<file path="src/eccm_pkg.sv">
package eccm_pkg;

    // Vector geometry
    parameter int sample_w   = 16;  // Q8.8 lane
    parameter int state_dim  = 10;
    parameter int action_dim = 7;
    parameter int beat_w     = 128; // AI-engine stream width

    // Beats needed per vector, rounded up
    parameter int state_beats  = (state_dim * sample_w + beat_w - 1) / beat_w;
    parameter int action_beats = (action_dim * sample_w + beat_w - 1) / beat_w;

    // Beat index width, at least one bit
    parameter int beat_idx_w = (state_beats > 1) ? $clog2(state_beats) : 1;

    typedef logic signed [sample_w-1:0] sample_t;
    typedef logic [beat_w-1:0]          beat_t;

    // Lane i sits at bits sample_w*i
    typedef sample_t [state_dim-1:0]  state_vec_t;
    typedef sample_t [action_dim-1:0] action_vec_t;

    // Jammer classifier output
    typedef struct packed {
        logic [31:0] jnr;
        logic [31:0] temporal_var;
        logic [31:0] spectral_var;
        logic [31:0] prf_stability;
        logic [1:0]  jammer_class;
    } jam_features_t;

    // Current radar settings
    typedef struct packed {
        logic [15:0] freq;
        logic [15:0] prf;
        logic [15:0] bw;
    } radar_feedback_t;

    // Waveform generator command word
    typedef struct packed {
        logic [31:0] freq_word;    // NCO tuning word
        logic [7:0]  power_level;  // PA DAC code
        logic [1:0]  pol_state;    // H, V, RHCP, LHCP
        logic [7:0]  pol_phase_h;
        logic [7:0]  pol_phase_v;
        logic [15:0] phase_offset; // Full circle over 16 bits
        logic [2:0]  code_select;
        logic [7:0]  code_param;
    } waveform_cmd_t;

    typedef struct packed {
        logic [31:0] inference_count;
        logic [15:0] latency_cycles;
        logic        busy;
    } eccm_stats_t;

endpackage
</file>
<file path="src/cognitive_eccm_top.sv">
`timescale 1ns/10ps

module cognitive_eccm_top #(
    parameter int freq_center_mhz = 10000,
    parameter int freq_range_mhz  = 500
) (
    input  logic                      clk,
    input  logic                      rst_n,
    input  eccm_pkg::jam_features_t   features,
    input  eccm_pkg::radar_feedback_t feedback,
    input  logic                      features_valid,
    output logic                      features_ready,
    output eccm_pkg::beat_t           aie_tx_data,
    output logic                      aie_tx_valid,
    input  logic                      aie_tx_ready,
    input  eccm_pkg::beat_t           aie_rx_data,
    input  logic                      aie_rx_valid,
    output logic                      aie_rx_ready,
    output eccm_pkg::waveform_cmd_t   wave_cmd,
    output logic                      wave_update,
    output eccm_pkg::eccm_stats_t     stats
);
    import eccm_pkg::*;

    state_vec_t            state_vec;
    logic                  state_valid;
    logic                  state_take;
    logic                  state_load;
    logic [beat_idx_w-1:0] beat_idx;
    action_vec_t           action_vec;
    logic                  action_valid;

    eccm_state_encoder u_encoder (
        .clk            (clk),
        .rst_n          (rst_n),
        .features       (features),
        .feedback       (feedback),
        .features_valid (features_valid),
        .features_ready (features_ready),
        .state_vec      (state_vec),
        .state_valid    (state_valid),
        .state_take     (state_take)
    );

    policy_sequencer u_sequencer (
        .clk          (clk),
        .rst_n        (rst_n),
        .state_valid  (state_valid),
        .state_take   (state_take),
        .state_load   (state_load),
        .beat_idx     (beat_idx),
        .aie_tx_valid (aie_tx_valid),
        .aie_tx_ready (aie_tx_ready),
        .aie_rx_valid (aie_rx_valid),
        .aie_rx_ready (aie_rx_ready),
        .action_valid (action_valid),
        .stats        (stats)
    );

    aie_beat_packer u_packer (
        .clk         (clk),
        .rst_n       (rst_n),
        .state_load  (state_load),
        .state_vec   (state_vec),
        .beat_idx    (beat_idx),
        .aie_tx_data (aie_tx_data)
    );

    // Capture on every accepted RX beat
    aie_beat_unpacker u_unpacker (
        .clk         (clk),
        .rst_n       (rst_n),
        .aie_rx_data (aie_rx_data),
        .capture     (aie_rx_ready & aie_rx_valid),
        .action_vec  (action_vec)
    );

    waveform_mapper #(
        .freq_center_mhz (freq_center_mhz),
        .freq_range_mhz  (freq_range_mhz)
    ) u_mapper (
        .clk          (clk),
        .rst_n        (rst_n),
        .action_vec   (action_vec),
        .action_valid (action_valid),
        .wave_cmd     (wave_cmd),
        .wave_update  (wave_update)
    );

endmodule

</file>
<file path="src/waveform_mapper.sv">
`timescale 1ns/10ps

module waveform_mapper #(
    parameter int freq_center_mhz = 10000,
    parameter int freq_range_mhz  = 500
) (
    input  logic                    clk,
    input  logic                    rst_n,
    input  eccm_pkg::action_vec_t   action_vec,
    input  logic                    action_valid,
    output eccm_pkg::waveform_cmd_t wave_cmd,
    output logic                    wave_update
);
    import eccm_pkg::*;

    localparam int frac_bits = 8;     // Q8.8
    localparam int ftw_scale = 7158;  // MHz to tuning word, approx

    action_vec_t         s1_vec;
    logic                s1_valid;
    waveform_cmd_t       cmd_d;
    logic signed [31:0]  freq_scaled;
    logic signed [31:0]  freq_mhz;
    logic [sample_w-1:0] power_delta;
    logic [sample_w-1:0] pol_sum;    // Lanes offset into 0..255
    logic [sample_w-1:0] phase_sum;
    logic [sample_w-1:0] code_sum;

    // Stage 1 register
    always_ff @(posedge clk or negedge rst_n) begin
        if (!rst_n) begin
            s1_valid <= 1'b0;
        end else begin
            s1_valid <= action_valid;
        end
    end

    always_ff @(posedge clk) begin
        if (action_valid) s1_vec <= action_vec;
    end

    always_comb begin
        freq_scaled = (32'($signed(s1_vec[0])) * 32'(freq_range_mhz)) >>> frac_bits;
        freq_mhz    = 32'(freq_center_mhz) + freq_scaled;
        power_delta = $signed(s1_vec[3]) >>> 1;  // Half step
        pol_sum     = s1_vec[4] + 16'd128;
        phase_sum   = s1_vec[5] + 16'd128;
        code_sum    = s1_vec[6] + 16'd128;

        cmd_d              = '0;
        cmd_d.freq_word    = freq_mhz * 32'(ftw_scale);
        cmd_d.power_level  = 8'd128 + power_delta[7:0];  // Centred on 128
        cmd_d.pol_state    = pol_sum[7:6];
        cmd_d.phase_offset = {phase_sum[7:0], 8'h00};
        cmd_d.code_select  = code_sum[7:5];

        case (cmd_d.pol_state)  // H phase always zero
            2'd2:    cmd_d.pol_phase_v = 8'd64;   // RHCP, +90 deg
            2'd3:    cmd_d.pol_phase_v = 8'd192;  // LHCP, -90 deg
            default: cmd_d.pol_phase_v = 8'd0;    // Linear H or V
        endcase

        case (cmd_d.code_select)
            3'd0:    cmd_d.code_param = 8'd13;  // Barker-13
            3'd1:    cmd_d.code_param = 8'd7;   // Barker-7
            3'd2,
            3'd3,
            3'd4:    cmd_d.code_param = 8'd16;  // Frank, P1, P2
            3'd5:    cmd_d.code_param = 8'd5;   // ZC root 5
            3'd6:    cmd_d.code_param = 8'd7;   // ZC root 7
            default: cmd_d.code_param = 8'd0;   // Dynamic code
        endcase
    end

    // Stage 2 register
    always_ff @(posedge clk or negedge rst_n) begin
        if (!rst_n) begin
            wave_cmd             <= '0;
            wave_cmd.power_level <= 8'd128;
            wave_update          <= 1'b0;
        end else begin
            wave_update <= s1_valid;
            if (s1_valid) wave_cmd <= cmd_d;
        end
    end

    // Fixed two cycle latency, both directions
    a_lat_fwd: assert property (@(posedge clk) disable iff (!rst_n)
        action_valid |-> ##2 wave_update);
    a_lat_back: assert property (@(posedge clk) disable iff (!rst_n)
        wave_update |-> $past(action_valid, 2));

endmodule

</file>
<file path="src/aie_beat_unpacker.sv">
`timescale 1ns/10ps

module aie_beat_unpacker (
    input  logic                  clk,
    input  logic                  rst_n,
    input  eccm_pkg::beat_t       aie_rx_data,
    input  logic                  capture,
    output eccm_pkg::action_vec_t action_vec
);
    import eccm_pkg::*;

    localparam int act_w = action_dim * sample_w;  // 112 used bits

    action_vec_t action_q;

    always_ff @(posedge clk or negedge rst_n) begin
        if (!rst_n) begin
            action_q <= '0;
        end else if (capture) begin
            action_q <= aie_rx_data[act_w-1:0];  // Top lane dropped
        end
    end

    assign action_vec = action_q;

endmodule

</file>
<file path="src/aie_beat_packer.sv">
`timescale 1ns/10ps

module aie_beat_packer (
    input  logic                            clk,
    input  logic                            rst_n,
    input  logic                            state_load,
    input  eccm_pkg::state_vec_t            state_vec,
    input  logic [eccm_pkg::beat_idx_w-1:0] beat_idx,
    output eccm_pkg::beat_t                 aie_tx_data
);
    import eccm_pkg::*;

    localparam int pad_w = state_beats * beat_w - state_dim * sample_w;

    beat_t [state_beats-1:0] beat_d;  // Zero padded on top of last beat
    beat_t [state_beats-1:0] beat_q;

    assign beat_d = {{pad_w{1'b0}}, state_vec};

    always_ff @(posedge clk or negedge rst_n) begin
        if (!rst_n) begin
            beat_q <= '0;
        end else if (state_load) begin
            beat_q <= beat_d;
        end
    end

    assign aie_tx_data = beat_q[beat_idx];  // Stable while SEND stalls

    // Beats must hold for the whole round trip
    a_beats_hold: assert property (@(posedge clk) disable iff (!rst_n)
        !state_load |=> $stable(beat_q));

endmodule

</file>
<file path="src/policy_sequencer.sv">
`timescale 1ns/10ps

module policy_sequencer (
    input  logic                              clk,
    input  logic                              rst_n,
    input  logic                              state_valid,
    output logic                              state_take,
    output logic                              state_load,
    output logic [eccm_pkg::beat_idx_w-1:0]   beat_idx,
    output logic                              aie_tx_valid,
    input  logic                              aie_tx_ready,
    input  logic                              aie_rx_valid,
    output logic                              aie_rx_ready,
    output logic                              action_valid,
    output eccm_pkg::eccm_stats_t             stats
);
    import eccm_pkg::*;

    localparam int act_cnt_w = (action_beats > 1) ? $clog2(action_beats) : 1;

    typedef enum logic [1:0] {
        IDLE,
        SEND,    // State beats out to the kernel
        WAIT,    // Action beats back
        HANDOFF  // One cycle strobe to mapper
    } seq_state_t;

    seq_state_t             state_q;
    seq_state_t             state_d;
    logic [beat_idx_w-1:0]  beat_q;
    logic [act_cnt_w-1:0]   act_cnt;
    logic [15:0]            lat_cnt;   // Busy cycles so far
    logic [15:0]            lat_last;
    logic [31:0]            inf_cnt;
    logic                   tx_fire;
    logic                   rx_fire;
    logic                   last_beat;
    logic                   last_act;
    logic                   busy;

    assign tx_fire   = aie_tx_valid && aie_tx_ready;
    assign rx_fire   = aie_rx_valid && aie_rx_ready;
    assign last_beat = (beat_q == beat_idx_w'(state_beats - 1));
    assign last_act  = (act_cnt == act_cnt_w'(action_beats - 1));

    always_comb begin
        state_d = state_q;
        case (state_q)
            IDLE:    if (state_valid) state_d = SEND;
            SEND:    if (tx_fire && last_beat) state_d = WAIT;
            WAIT:    if (rx_fire && last_act) state_d = HANDOFF;
            HANDOFF: state_d = IDLE;
            default: state_d = IDLE;
        endcase
    end

    always_ff @(posedge clk or negedge rst_n) begin
        if (!rst_n) begin
            state_q  <= IDLE;
            beat_q   <= '0;
            act_cnt  <= '0;
            lat_cnt  <= '0;
            lat_last <= '0;
            inf_cnt  <= '0;
        end else begin
            state_q <= state_d;
            if (tx_fire) beat_q <= last_beat ? '0 : beat_q + 1'b1;
            if (rx_fire) act_cnt <= last_act ? '0 : act_cnt + 1'b1;
            lat_cnt <= busy ? lat_cnt + 16'd1 : '0;  // Zero on first SEND cycle
            if (state_q == HANDOFF) begin
                inf_cnt  <= inf_cnt + 32'd1;
                lat_last <= lat_cnt + 16'd1;  // Count the HANDOFF cycle too
            end
        end
    end

    assign state_take   = (state_q == IDLE) && state_valid;
    assign state_load   = state_take;  // Packer captures on the take
    assign beat_idx     = beat_q;
    assign aie_tx_valid = (state_q == SEND);
    assign aie_rx_ready = (state_q == WAIT);
    assign action_valid = (state_q == HANDOFF);
    assign busy         = (state_q != IDLE);

    always_comb begin
        stats.inference_count = inf_cnt;
        stats.latency_cycles  = lat_last;
        stats.busy            = busy;
    end

    // Beat select never runs past the packed vector
    a_beat_range: assert property (@(posedge clk) disable iff (!rst_n)
        (state_q == SEND) |-> (beat_idx < state_beats));

    // Mapper sees isolated pulses only
    a_action_pulse: assert property (@(posedge clk) disable iff (!rst_n)
        action_valid |=> !action_valid);

endmodule

</file>
<file path="src/eccm_state_encoder.sv">
`timescale 1ns/10ps

module eccm_state_encoder (
    input  logic                      clk,
    input  logic                      rst_n,
    input  eccm_pkg::jam_features_t   features,
    input  eccm_pkg::radar_feedback_t feedback,
    input  logic                      features_valid,
    output logic                      features_ready,
    output eccm_pkg::state_vec_t      state_vec,
    output logic                      state_valid,
    input  logic                      state_take
);
    import eccm_pkg::*;

    state_vec_t state_d;  // Lanes built from current inputs
    state_vec_t state_q;  // Held snapshot
    logic       held_q;

    always_comb begin
        state_d    = '0;  // Lanes 7 and 8 stay zero
        state_d[0] = feedback.freq;
        state_d[1] = feedback.prf;
        state_d[2] = feedback.bw;
        state_d[3] = features.jnr[15:0];           // Low halves only
        state_d[4] = features.temporal_var[15:0];
        state_d[5] = features.spectral_var[15:0];
        state_d[6] = sample_w'(features.jammer_class);
        state_d[9] = features.prf_stability[15:0];
    end

    assign features_ready = !held_q;  // Stall while a snapshot waits

    always_ff @(posedge clk or negedge rst_n) begin
        if (!rst_n) begin
            held_q <= 1'b0;
        end else if (features_valid && features_ready) begin
            held_q <= 1'b1;
        end else if (state_take) begin
            held_q <= 1'b0;  // Sequencer took it
        end
    end

    always_ff @(posedge clk) begin
        if (features_valid && features_ready) begin
            state_q <= state_d;
        end
    end

    assign state_vec   = state_q;
    assign state_valid = held_q;

endmodule

</file>
<file path="config.mk">
export PLATFORM = sky130hd
export DESIGN_NAME = cognitive_eccm_top
export DESIGN_NICKNAME = d
export VERILOG_FILES = /design/src/eccm_pkg.sv /design/src/cognitive_eccm_top.sv /design/src/waveform_mapper.sv /design/src/aie_beat_unpacker.sv /design/src/aie_beat_packer.sv /design/src/policy_sequencer.sv /design/src/eccm_state_encoder.sv
export SDC_FILE = /design/constraint.sdc
export NUM_CORES = 1
export LEC_CHECK = 0
export ABC_AREA = 1
export BUFFER_PORTS_ARGS = -buffer_cell sky130_fd_sc_hd__buf_2
export CAP_MARGIN = 20
export CELL_PAD_IN_SITES_DETAIL_PLACEMENT = 1
export CELL_PAD_IN_SITES_GLOBAL_PLACEMENT = 1
export CORE_UTILIZATION = 42
export DETAILED_ROUTE_END_ITERATION = 10
export PLACE_DENSITY_LB_ADDON = 0.12
export SLEW_MARGIN = 20
export SYNTH_ARGS = -nofsm -noshare
export SYNTH_HDL_FRONTEND = slang
export SYNTH_SLANG_ARGS = --single-unit
</file>
<file path="constraint.sdc">
create_clock -name clk -period 10.69 [get_ports clk]
set_input_delay 1.069 -clock clk [delete_from_list [all_inputs] [get_ports clk]]
set_output_delay 1.069 -clock clk [all_outputs]
set_load 0.005 [all_outputs]
</file>
==> results of run 1 <==
registers in the layout (all words and copies together) (netlist names), 2 cells and up:
register / cells
u_sequencer.lat_last: 16
u_sequencer.lat_cnt: 16
u_sequencer.inf_cnt: 32
u_mapper.s1_vec: 29
u_mapper.power_delta: 8
u_packer.beat_q: 114
u_mapper.wave_cmd: 58
u_encoder.state_vec: 114
u_unpacker.action_vec: 37
u_sequencer.state_q: 2
final cells by class:
class,count,area (µm²),area share
antenna,7,17.5,0.000575
timing repair buffer,380,1950,0.0640
sequential,430,11500,0.378
multi-input combinational,1633,12200,0.401
tap,837,1050,0.0344
inverter,577,2170,0.0711
clock buffer,63,1270,0.0416
clock inverter,25,293,0.00961
metal layers:
layer  wire (µm)  global-route usage  vias up
met2       35700               0.411      344
met1       29300               0.280     9454
met4        1840              0.0637       22
li1            -                   -     8924
met3        4950              0.0696      115
met5         144                   0        -
worst min-delay path by stage:
stage	startpoint	to	slack [ps]	cells past startpoint
6_report	u_mapper.power_delta[7]$_DFFE_PP_	u_mapper.wave_cmd[52]$_DFFE_PN1P_	430	1
5_1_grt	u_unpacker.action_vec[8]$_DFFE_PN0P_	u_mapper.s1_vec[8]$_DFFE_PP_	450	0
4_1_cts	u_unpacker.action_vec[52]$_DFFE_PN0P_	u_mapper.power_delta[3]$_DFFE_PP_	430	0
3_5_place_dp	u_mapper.power_delta[7]$_DFFE_PP_	u_mapper.wave_cmd[52]$_DFFE_PN1P_	420	1
3_3_place_gp	u_mapper.power_delta[7]$_DFFE_PP_	u_mapper.wave_cmd[52]$_DFFE_PN1P_	390	1
2_1_floorplan	u_mapper.s1_valid$_DFF_PN0_	u_mapper.wave_update$_DFF_PN0_	350	0
kinds of logic after synthesis:
kind of cell               after synthesis  share of synthesized area
and+or+nand+nor                        863                      0.139
buffers and inverters                  693                      0.107
DFF                                    430                      0.438
adders and majority gates              356                      0.223
AOI/OAI and AO/OA                      237                     0.0482
xor gates and xnor gates                84                     0.0285
muxes                                   37                     0.0158
other                                    1                   0.000143
metrics by stage:
stage	util	instances	hold WS [ps]
floorplan	-	2756	352
global placement	0.467	3857	387
detailed placement	0.467	3857	417
CTS	0.492	3945	425
global route	0.493	3947	446
finish	0.493	3952	426
Yosys cell counts (2+ instances only):
master	instances	share of area
a21o_1	6	0.0017
buf_2	2	0.00038
or2_2	9	0.0021
fa_1	189	0.14
clkinv_1	3	0.00043
clkbuf_1	55	0.0078
a21oi_2	3	0.0010
nand2_4	9	0.0039
nor4_1	4	0.00095
xnor2_1	29	0.0097
mux2_2	37	0.016
and3_1	2	0.00048
o21ai_1	3	0.00057
nor2_1	154	0.022
nand3_1	58	0.011
inv_1	565	0.081
nand3_2	3	0.0011
xor2_1	53	0.018
edfxtp_1	151	0.17
xor2_2	2	0.0012
nor3_1	13	0.0025
ha_1	167	0.079
nand2_2	27	0.0064
inv_2	9	0.0013
buf_4	58	0.017
dfrtp_1	278	0.26
nand2_1	545	0.078
a31oi_1	4	0.00095
nand4_1	19	0.0045
o21bai_1	6	0.0017
nor2_2	7	0.0017
a21oi_1	54	0.010
nand3b_1	5	0.0014
o211ai_1	4	0.0011
o21ai_0	151	0.029
o221ai_1	2	0.00067
o21bai_2	2	0.00086
==> results.tsv, run 1 <==
metric	value	unit
cts.sinks	430	
die_y	252	µm
stdcell_area	0.0305	mm²
grt_max_degree	107	
layout-area-overhead-vs-synth	15.8	%
synth_cells	2701	
die_w	252	µm
hold_viol	0	
worstSetupStartpointType	flip-flop	
antenna_left	0	
setup_violations	0	
synth_seq_cells	430	
io-pin-count	577	
path_delay_family	adder cells	
clk_path_buf_depth	3	
cts-buffers-inserted	48	
grt_setup_unrepaired	no	
clock.fmax	101	MHz
fin_crit_sh	0.930	
worst_slew_pin_slew	997	ps
startpoint	u_mapper.s1_vec[6]$_DFFE_PP_	
dp_hpwl	56.8	mm
syn_area	0.0263	mm²
cp.required	11160	ps
drv_cap	0	
synthFlopType	dfrtp_1	
placedInstanceArea	0.0289	mm²
ys_types	50	
critPathBufInv	9	
reg2reg_depth	41	
grt-ovfl-total	0	
max_stage_delay	580	ps
rrSetupSlack	750	ps
avgRoutedWirePerCell	18.2	µm
path_depth	41	
cts_tree	built	
track_usage	0.235	
crit_path_top_delay_cell	fa_1	
drive_above_1_share	0.184	
drtIter0Drc	709	
slew_headroom	0.335	
drt_first_pass_iters	5	
r2r-start	u_mapper.s1_vec[6]$_DFFE_PP_	
post_cts_buffers	0	
layout_commonest_cell	inv_1	
drcViolationCount	0	
h-tree-depth	2	
via_per_inst	4.77	
hold_class	reg2reg	
ys_warn_count	0	
clock_skew	27.8	ps
clkSlewWorstSetupHoldPaths	60	ps
vias	18900	
nFillCells	7155	
post-route-min-period	9940	ps
cts_root_buffer	clkbuf_16	
postCtsHoldBufs	0	
layout_common_cells	inv_1, nand2_1, buf_2	
wl	72.0	mm
start_util	0.426	
ys_seq_area_frac	0.438	
post_cts_resized	0	
final_max_slew_viol_count	0	
syn_area_per_cell	9.74	µm²
core	0.0618	mm²
path_class	reg2reg	
end_kind	flip-flop	
portBuffers	365	
endpoint	u_mapper.wave_cmd[81]$_DFFE_PN0P_	
insertion_delay	610	ps
row_count	91	
antenna_found_initial	20	
arrival	10420	ps
status	completed	
place.gp.congestion	0.853	
die_area	0.0637	mm²
r2r_end	u_mapper.wave_cmd[81]$_DFFE_PN0P_	
setup_slack	748	ps
nets	3737	
critPathMaxFanout	8	
synth-edff-count	151	
grt_pass1_wl	116	mm
pre_cts_ws	420	ps
ys_async_sr_fraction	0.649	
grt_pass1_vias	21100	
setup-tns-final	0	ps
Power of run 1 is left out: the tool's default activity adds up to more than one toggle a clock period on the data nets, which glitch-free logic cannot reach.
==> run 2, diff against run 1 <==
- CAP_MARGIN: 20 -> 10
- CORE_MARGIN: default -> 10
==> run 2 against run 1 <==
  * Flip-flop and latch count is the same
  * Register-to-register slack lost 60 ps
  * Global-route usage shrank 2.8 points
  * Largest cell class unchanged
==> results.tsv, run 2 (synthesized netlist as in run 1, its figures left out) <==
metric	value	unit	change
status	completed		
seq_area	0.0115	mm²	unchanged
grt-ovfl-total	0		unchanged
r2r-start	u_mapper.s1_vec[6]$_DFFE_PP_		
setup_violations	0		unchanged
endpoint	u_mapper.wave_cmd[81]$_DFFE_PN0P_		
grt_max_degree	118		+10%
worstSetupStartpointType	flip-flop		
drcViolationCount	0		unchanged
io-pin-count	577		unchanged
die_w	270	µm	+7.1%
insertion_delay	610	ps	about the same
portBuffers	365		unchanged
layout-area-overhead-vs-synth	15.9	%	about the same
via_per_inst	4.78		about the same
max_stage_delay	540	ps	-40 ps
die_y	270	µm	+7.1%
multi_input_area	0.0122	mm²	about the same
drive_above_1_share	0.186		+0.00193
antenna_found_initial	17		-15%
post_cts_resized	0		unchanged
r2r_end	u_mapper.wave_cmd[81]$_DFFE_PN0P_		
die_area	0.0731	mm²	+15%
grt_pass1_vias	21300		+1.0%
grt_setup_unrepaired	no		
start_util	0.426		unchanged
layout_common_cells	inv_1, nand2_1, buf_2		
end_kind	flip-flop		
fin_crit_sh	0.935		+0.00528
grt_pass1_wl	120	mm	+3.4%
nets	3736		-0.027%
post_cts_buffers	0		unchanged
final_max_slew_viol_count	0		unchanged
core	0.0618	mm²	unchanged
antenna_left	0		unchanged
nFillCells	7145		-0.14%
avgRoutedWirePerCell	19.0	µm	+4.6%
hold_viol	0		unchanged
post-route-min-period	10000	ps	+56.5 ps
slew_headroom	0.267		-0.0684
path_class	reg2reg		
clkSlewWorstSetupHoldPaths	60	ps	about the same
drtIter0Drc	874		+23%
critPathMaxFanout	7		-1
dp_hpwl	59.8	mm	+5.4%
worst_slew_pin_slew	1100	ps	+98.8 ps
layout_commonest_cell	inv_1		
startpoint	u_mapper.s1_vec[6]$_DFFE_PP_		
crit_path_top_delay_cell	fa_1		
arrival	10500	ps	+80 ps
pre_cts_ws	632	ps	+211 ps
cts_tree	built		
vias	18900		-0.011%
h-tree-depth	2		unchanged
setup-tns-final	0	ps	unchanged
cts.sinks	430		unchanged
hold_class	in2async		
row_count	91		unchanged
drt_first_pass_iters	5		unchanged
cts-buffers-inserted	48		unchanged
postCtsHoldBufs	0		unchanged
drv_cap	0		unchanged
clock_skew	51.3	ps	+23.5 ps
rrSetupSlack	690	ps	-60 ps
clk_path_buf_depth	3		unchanged
wl	75.2	mm	+4.5%
cp.required	11190	ps	+30 ps
track_usage	0.207		-0.0281
setup_slack	691	ps	-56.5 ps
reg2reg_depth	43		+4.9%
cts_root_buffer	clkbuf_16		
place.gp.congestion	0.841		-1.4%
clock.fmax	100	MHz	-0.56%
==> run 2: critical path, delay by kind of cell (launching register included) <==
family	cells	cell delay (ps)
buffers and inverters	10	910
xor gates and xnor gates	1	300
adders and majority gates	12	5640
AOI/OAI and AO/OA	3	730
DFF	1	480
and+or+nand+nor	17	1820
==> run 2: how the worst min path moves through the flow <==
stage,end,slack [ps],cells after the start
6_report,u_packer.beat_q[76]$_DFFE_PN0P_,400,1
5_1_grt,u_packer.beat_q[79]$_DFFE_PN0P_,420,1
4_1_cts,u_packer.beat_q[76]$_DFFE_PN0P_,420,1
3_5_place_dp,u_mapper.wave_cmd[52]$_DFFE_PN1P_,410,1
3_3_place_gp,u_mapper.wave_cmd[52]$_DFFE_PN1P_,390,1
2_1_floorplan,u_mapper.wave_update$_DFF_PN0_,350,0
==> run 2: cell type report <==
cell class                      instances  area share
Antenna cell                            3    0.000246
Clock buffer                           68      0.0441
Clock inverter                         21     0.00866
Inverter                              577      0.0711
Multi-Input combinational cell       1633       0.400
Sequential cell                       430       0.378
Tap cell                              837      0.0343
Timing Repair Buffer                  379      0.0637
==> run 2: stage by stage <==
stage / std cells / utilization / area [µm²] / hold slack [ps]
final: 3948 / 0.493 / 30500 / 399
after global routing: 3946 / 0.493 / 30500 / 424
after CTS: 3945 / 0.493 / 30500 / 416
after detailed placement: 3856 / 0.467 / 28900 / 414
after global placement: 3856 / 0.467 / 28900 / 393
after floorplan: 2756 / - / 26500 / 352
==> run 2: routing by layer <==
metal / vias to the layer above / routed length (µm) / track usage
met1: 9406 / 29700 / 0.239
met3: 128 / 5410 / 0.0660
met5: - / 186 / 0
li1: 8916 / - / -
met4: 24 / 1890 / 0.0559
met2: 383 / 38000 / 0.364
Power of run 2 is left out for the same reason.
==> run 3, diff against run 2 <==
- CELL_PAD_IN_SITES_DETAIL_PLACEMENT: 1 -> 0
==> run 3 against run 2 <==
  * Non-clock buffer count rose by 1
  * Critical path type unchanged
  * Hold slack better by 17 ps
  * Flip-flop and latch count did not move
  * Clock-buffer cell count down 5
==> results.tsv, run 3 (synthesized netlist as in run 1, its figures left out) <==
metric	value	unit	change
drv_cap	0		unchanged
cts-buffers-inserted	47		-2.1%
antenna_found_initial	16		-1
setup_violations	0		unchanged
cts.sinks	430		unchanged
crit_path_top_delay_cell	fa_1		
h-tree-depth	2		unchanged
grt-ovfl-total	0		unchanged
track_usage	0.191		-0.0158
arrival	10390	ps	-110 ps
grt_setup_unrepaired	no		
avgRoutedWirePerCell	17.5	µm	-7.9%
status	completed		
final_max_slew_viol_count	0		unchanged
portBuffers	365		unchanged
die_y	270	µm	unchanged
postCtsHoldBufs	0		unchanged
start_util	0.426		unchanged
wl	69.2	mm	-7.9%
post-route-min-period	9940	ps	-56.1 ps
grt_pass1_wl	110	mm	-7.8%
r2r-start	u_mapper.s1_vec[6]$_DFFE_PP_		
cp.required	11140	ps	-50 ps
hold_class	in2async		
drtIter0Drc	1043		+19%
vias	18300		-2.8%
drcViolationCount	0		unchanged
path_class	reg2reg		
row_count	91		unchanged
slew_headroom	0.299		+0.0316
placedInstanceArea	0.0289	mm²	unchanged
layout_common_cells	inv_1, nand2_1, buf_2		
clk_path_buf_depth	3		unchanged
insertion_delay	600	ps	about the same
stdcell_area	0.0306	mm²	+0.23%
via_per_inst	4.64		-2.8%
max_stage_delay	540	ps	about the same
critPathMaxFanout	6		-1
post_cts_buffers	0		unchanged
clkSlewWorstSetupHoldPaths	60	ps	about the same
die_area	0.0731	mm²	unchanged
cts_tree	built		
end_kind	flip-flop		
seq_area	0.0115	mm²	unchanged
setup-tns-final	0	ps	unchanged
reg2reg_depth	44		+2.3%
multi_input_area	0.0122	mm²	about the same
hold_ws	416	ps	+17.4 ps
nets	3736		unchanged
fin_crit_sh	0.930		-0.00524
worst_slew_pin_slew	1050	ps	-43.5 ps
drive_above_1_share	0.188		+0.00129
place.gp.congestion	0.841		unchanged
cts_root_buffer	clkbuf_16		
crit_path_frequent_cell	inv_1		
antenna_left	0		unchanged
layout-area-overhead-vs-synth	16.2	%	
nFillCells	5922		-17%
io-pin-count	577		unchanged
hold_viol	0		unchanged
r2r_end	u_mapper.wave_cmd[82]$_DFFE_PN0P_		
grt_pass1_vias	19700		-7.6%
worstSetupStartpointType	flip-flop		
startpoint	u_mapper.s1_vec[6]$_DFFE_PP_		
drt_first_pass_iters	5		unchanged
clock.fmax	101	MHz	+0.56%
clock_skew	20.1	ps	-31.2 ps
grt_max_degree	118		unchanged
endpoint	u_mapper.wave_cmd[82]$_DFFE_PN0P_		
dp_hpwl	54.5	mm	-8.9%
layout_commonest_cell	inv_1		
rrSetupSlack	750	ps	+60 ps
core	0.0618	mm²	unchanged
die_w	270	µm	unchanged
## run 3: cell count changes in the layout (fill, tap and decap cells not counted), sizes merged
cell      previous run  this run
clkbuf              68        63
buf                379       380
clkinvlp             1         3
bufinv               4         6
## run 3: area by class of cell
class / instances / share of cell area
Antenna cell: 3 / 0.000246
Clock buffer: 63 / 0.0427
Clock inverter: 25 / 0.0112
Inverter: 577 / 0.0709
Multi-Input combinational cell: 1633 / 0.399
Sequential cell: 430 / 0.377
Tap cell: 837 / 0.0343
Timing Repair Buffer: 380 / 0.0644
## run 3: metrics by stage
stage	std cells	utilization	setup slack, ps
6_report	3948	0.494	747
4_1_cts	3944	0.494	643
3_5_place_dp	3856	0.467	671
5_1_grt	3946	0.494	44.1
3_3_place_gp	3856	0.467	750
2_1_floorplan	2756	-	1590
## run 3: worst min-delay path by stage
stage	end	cells after the start
floorplan	u_mapper.wave_update$_DFF_PN0_	0
global placement	u_mapper.wave_cmd[52]$_DFFE_PN1P_	1
detailed placement	u_mapper.wave_cmd[52]$_DFFE_PN1P_	1
CTS	u_packer.beat_q[19]$_DFFE_PN0P_	1
global route	u_packer.beat_q[76]$_DFFE_PN0P_	1
finish	u_packer.beat_q[90]$_DFFE_PN0P_	1
## run 3: repair_timing
action,4_1_cts,5_1_grt
endpoints found under the setup margin,0,2
hold endpoints to repair,0,0
resized for setup,0,2
## run 3: layer usage
metal  global-route usage  part of all wire  vias to the layer above
li1                     -                 -                     8912
met1                0.230              0.41                     8888
met2                0.325              0.49                      401
met3               0.0623             0.076                      114
met4               0.0501             0.023                       20
met5                    0            0.0018                        -
## run 3: worst max-delay path, delay by kind of cell, from the launching register on
family          cells  cell delay [ps]
fa+ha+maj          12             5310
buf+inv            11             1020
simple gates       18             2500
compound gates      3              450
flops               1              510
Power of run 3 is left out for the same reason.
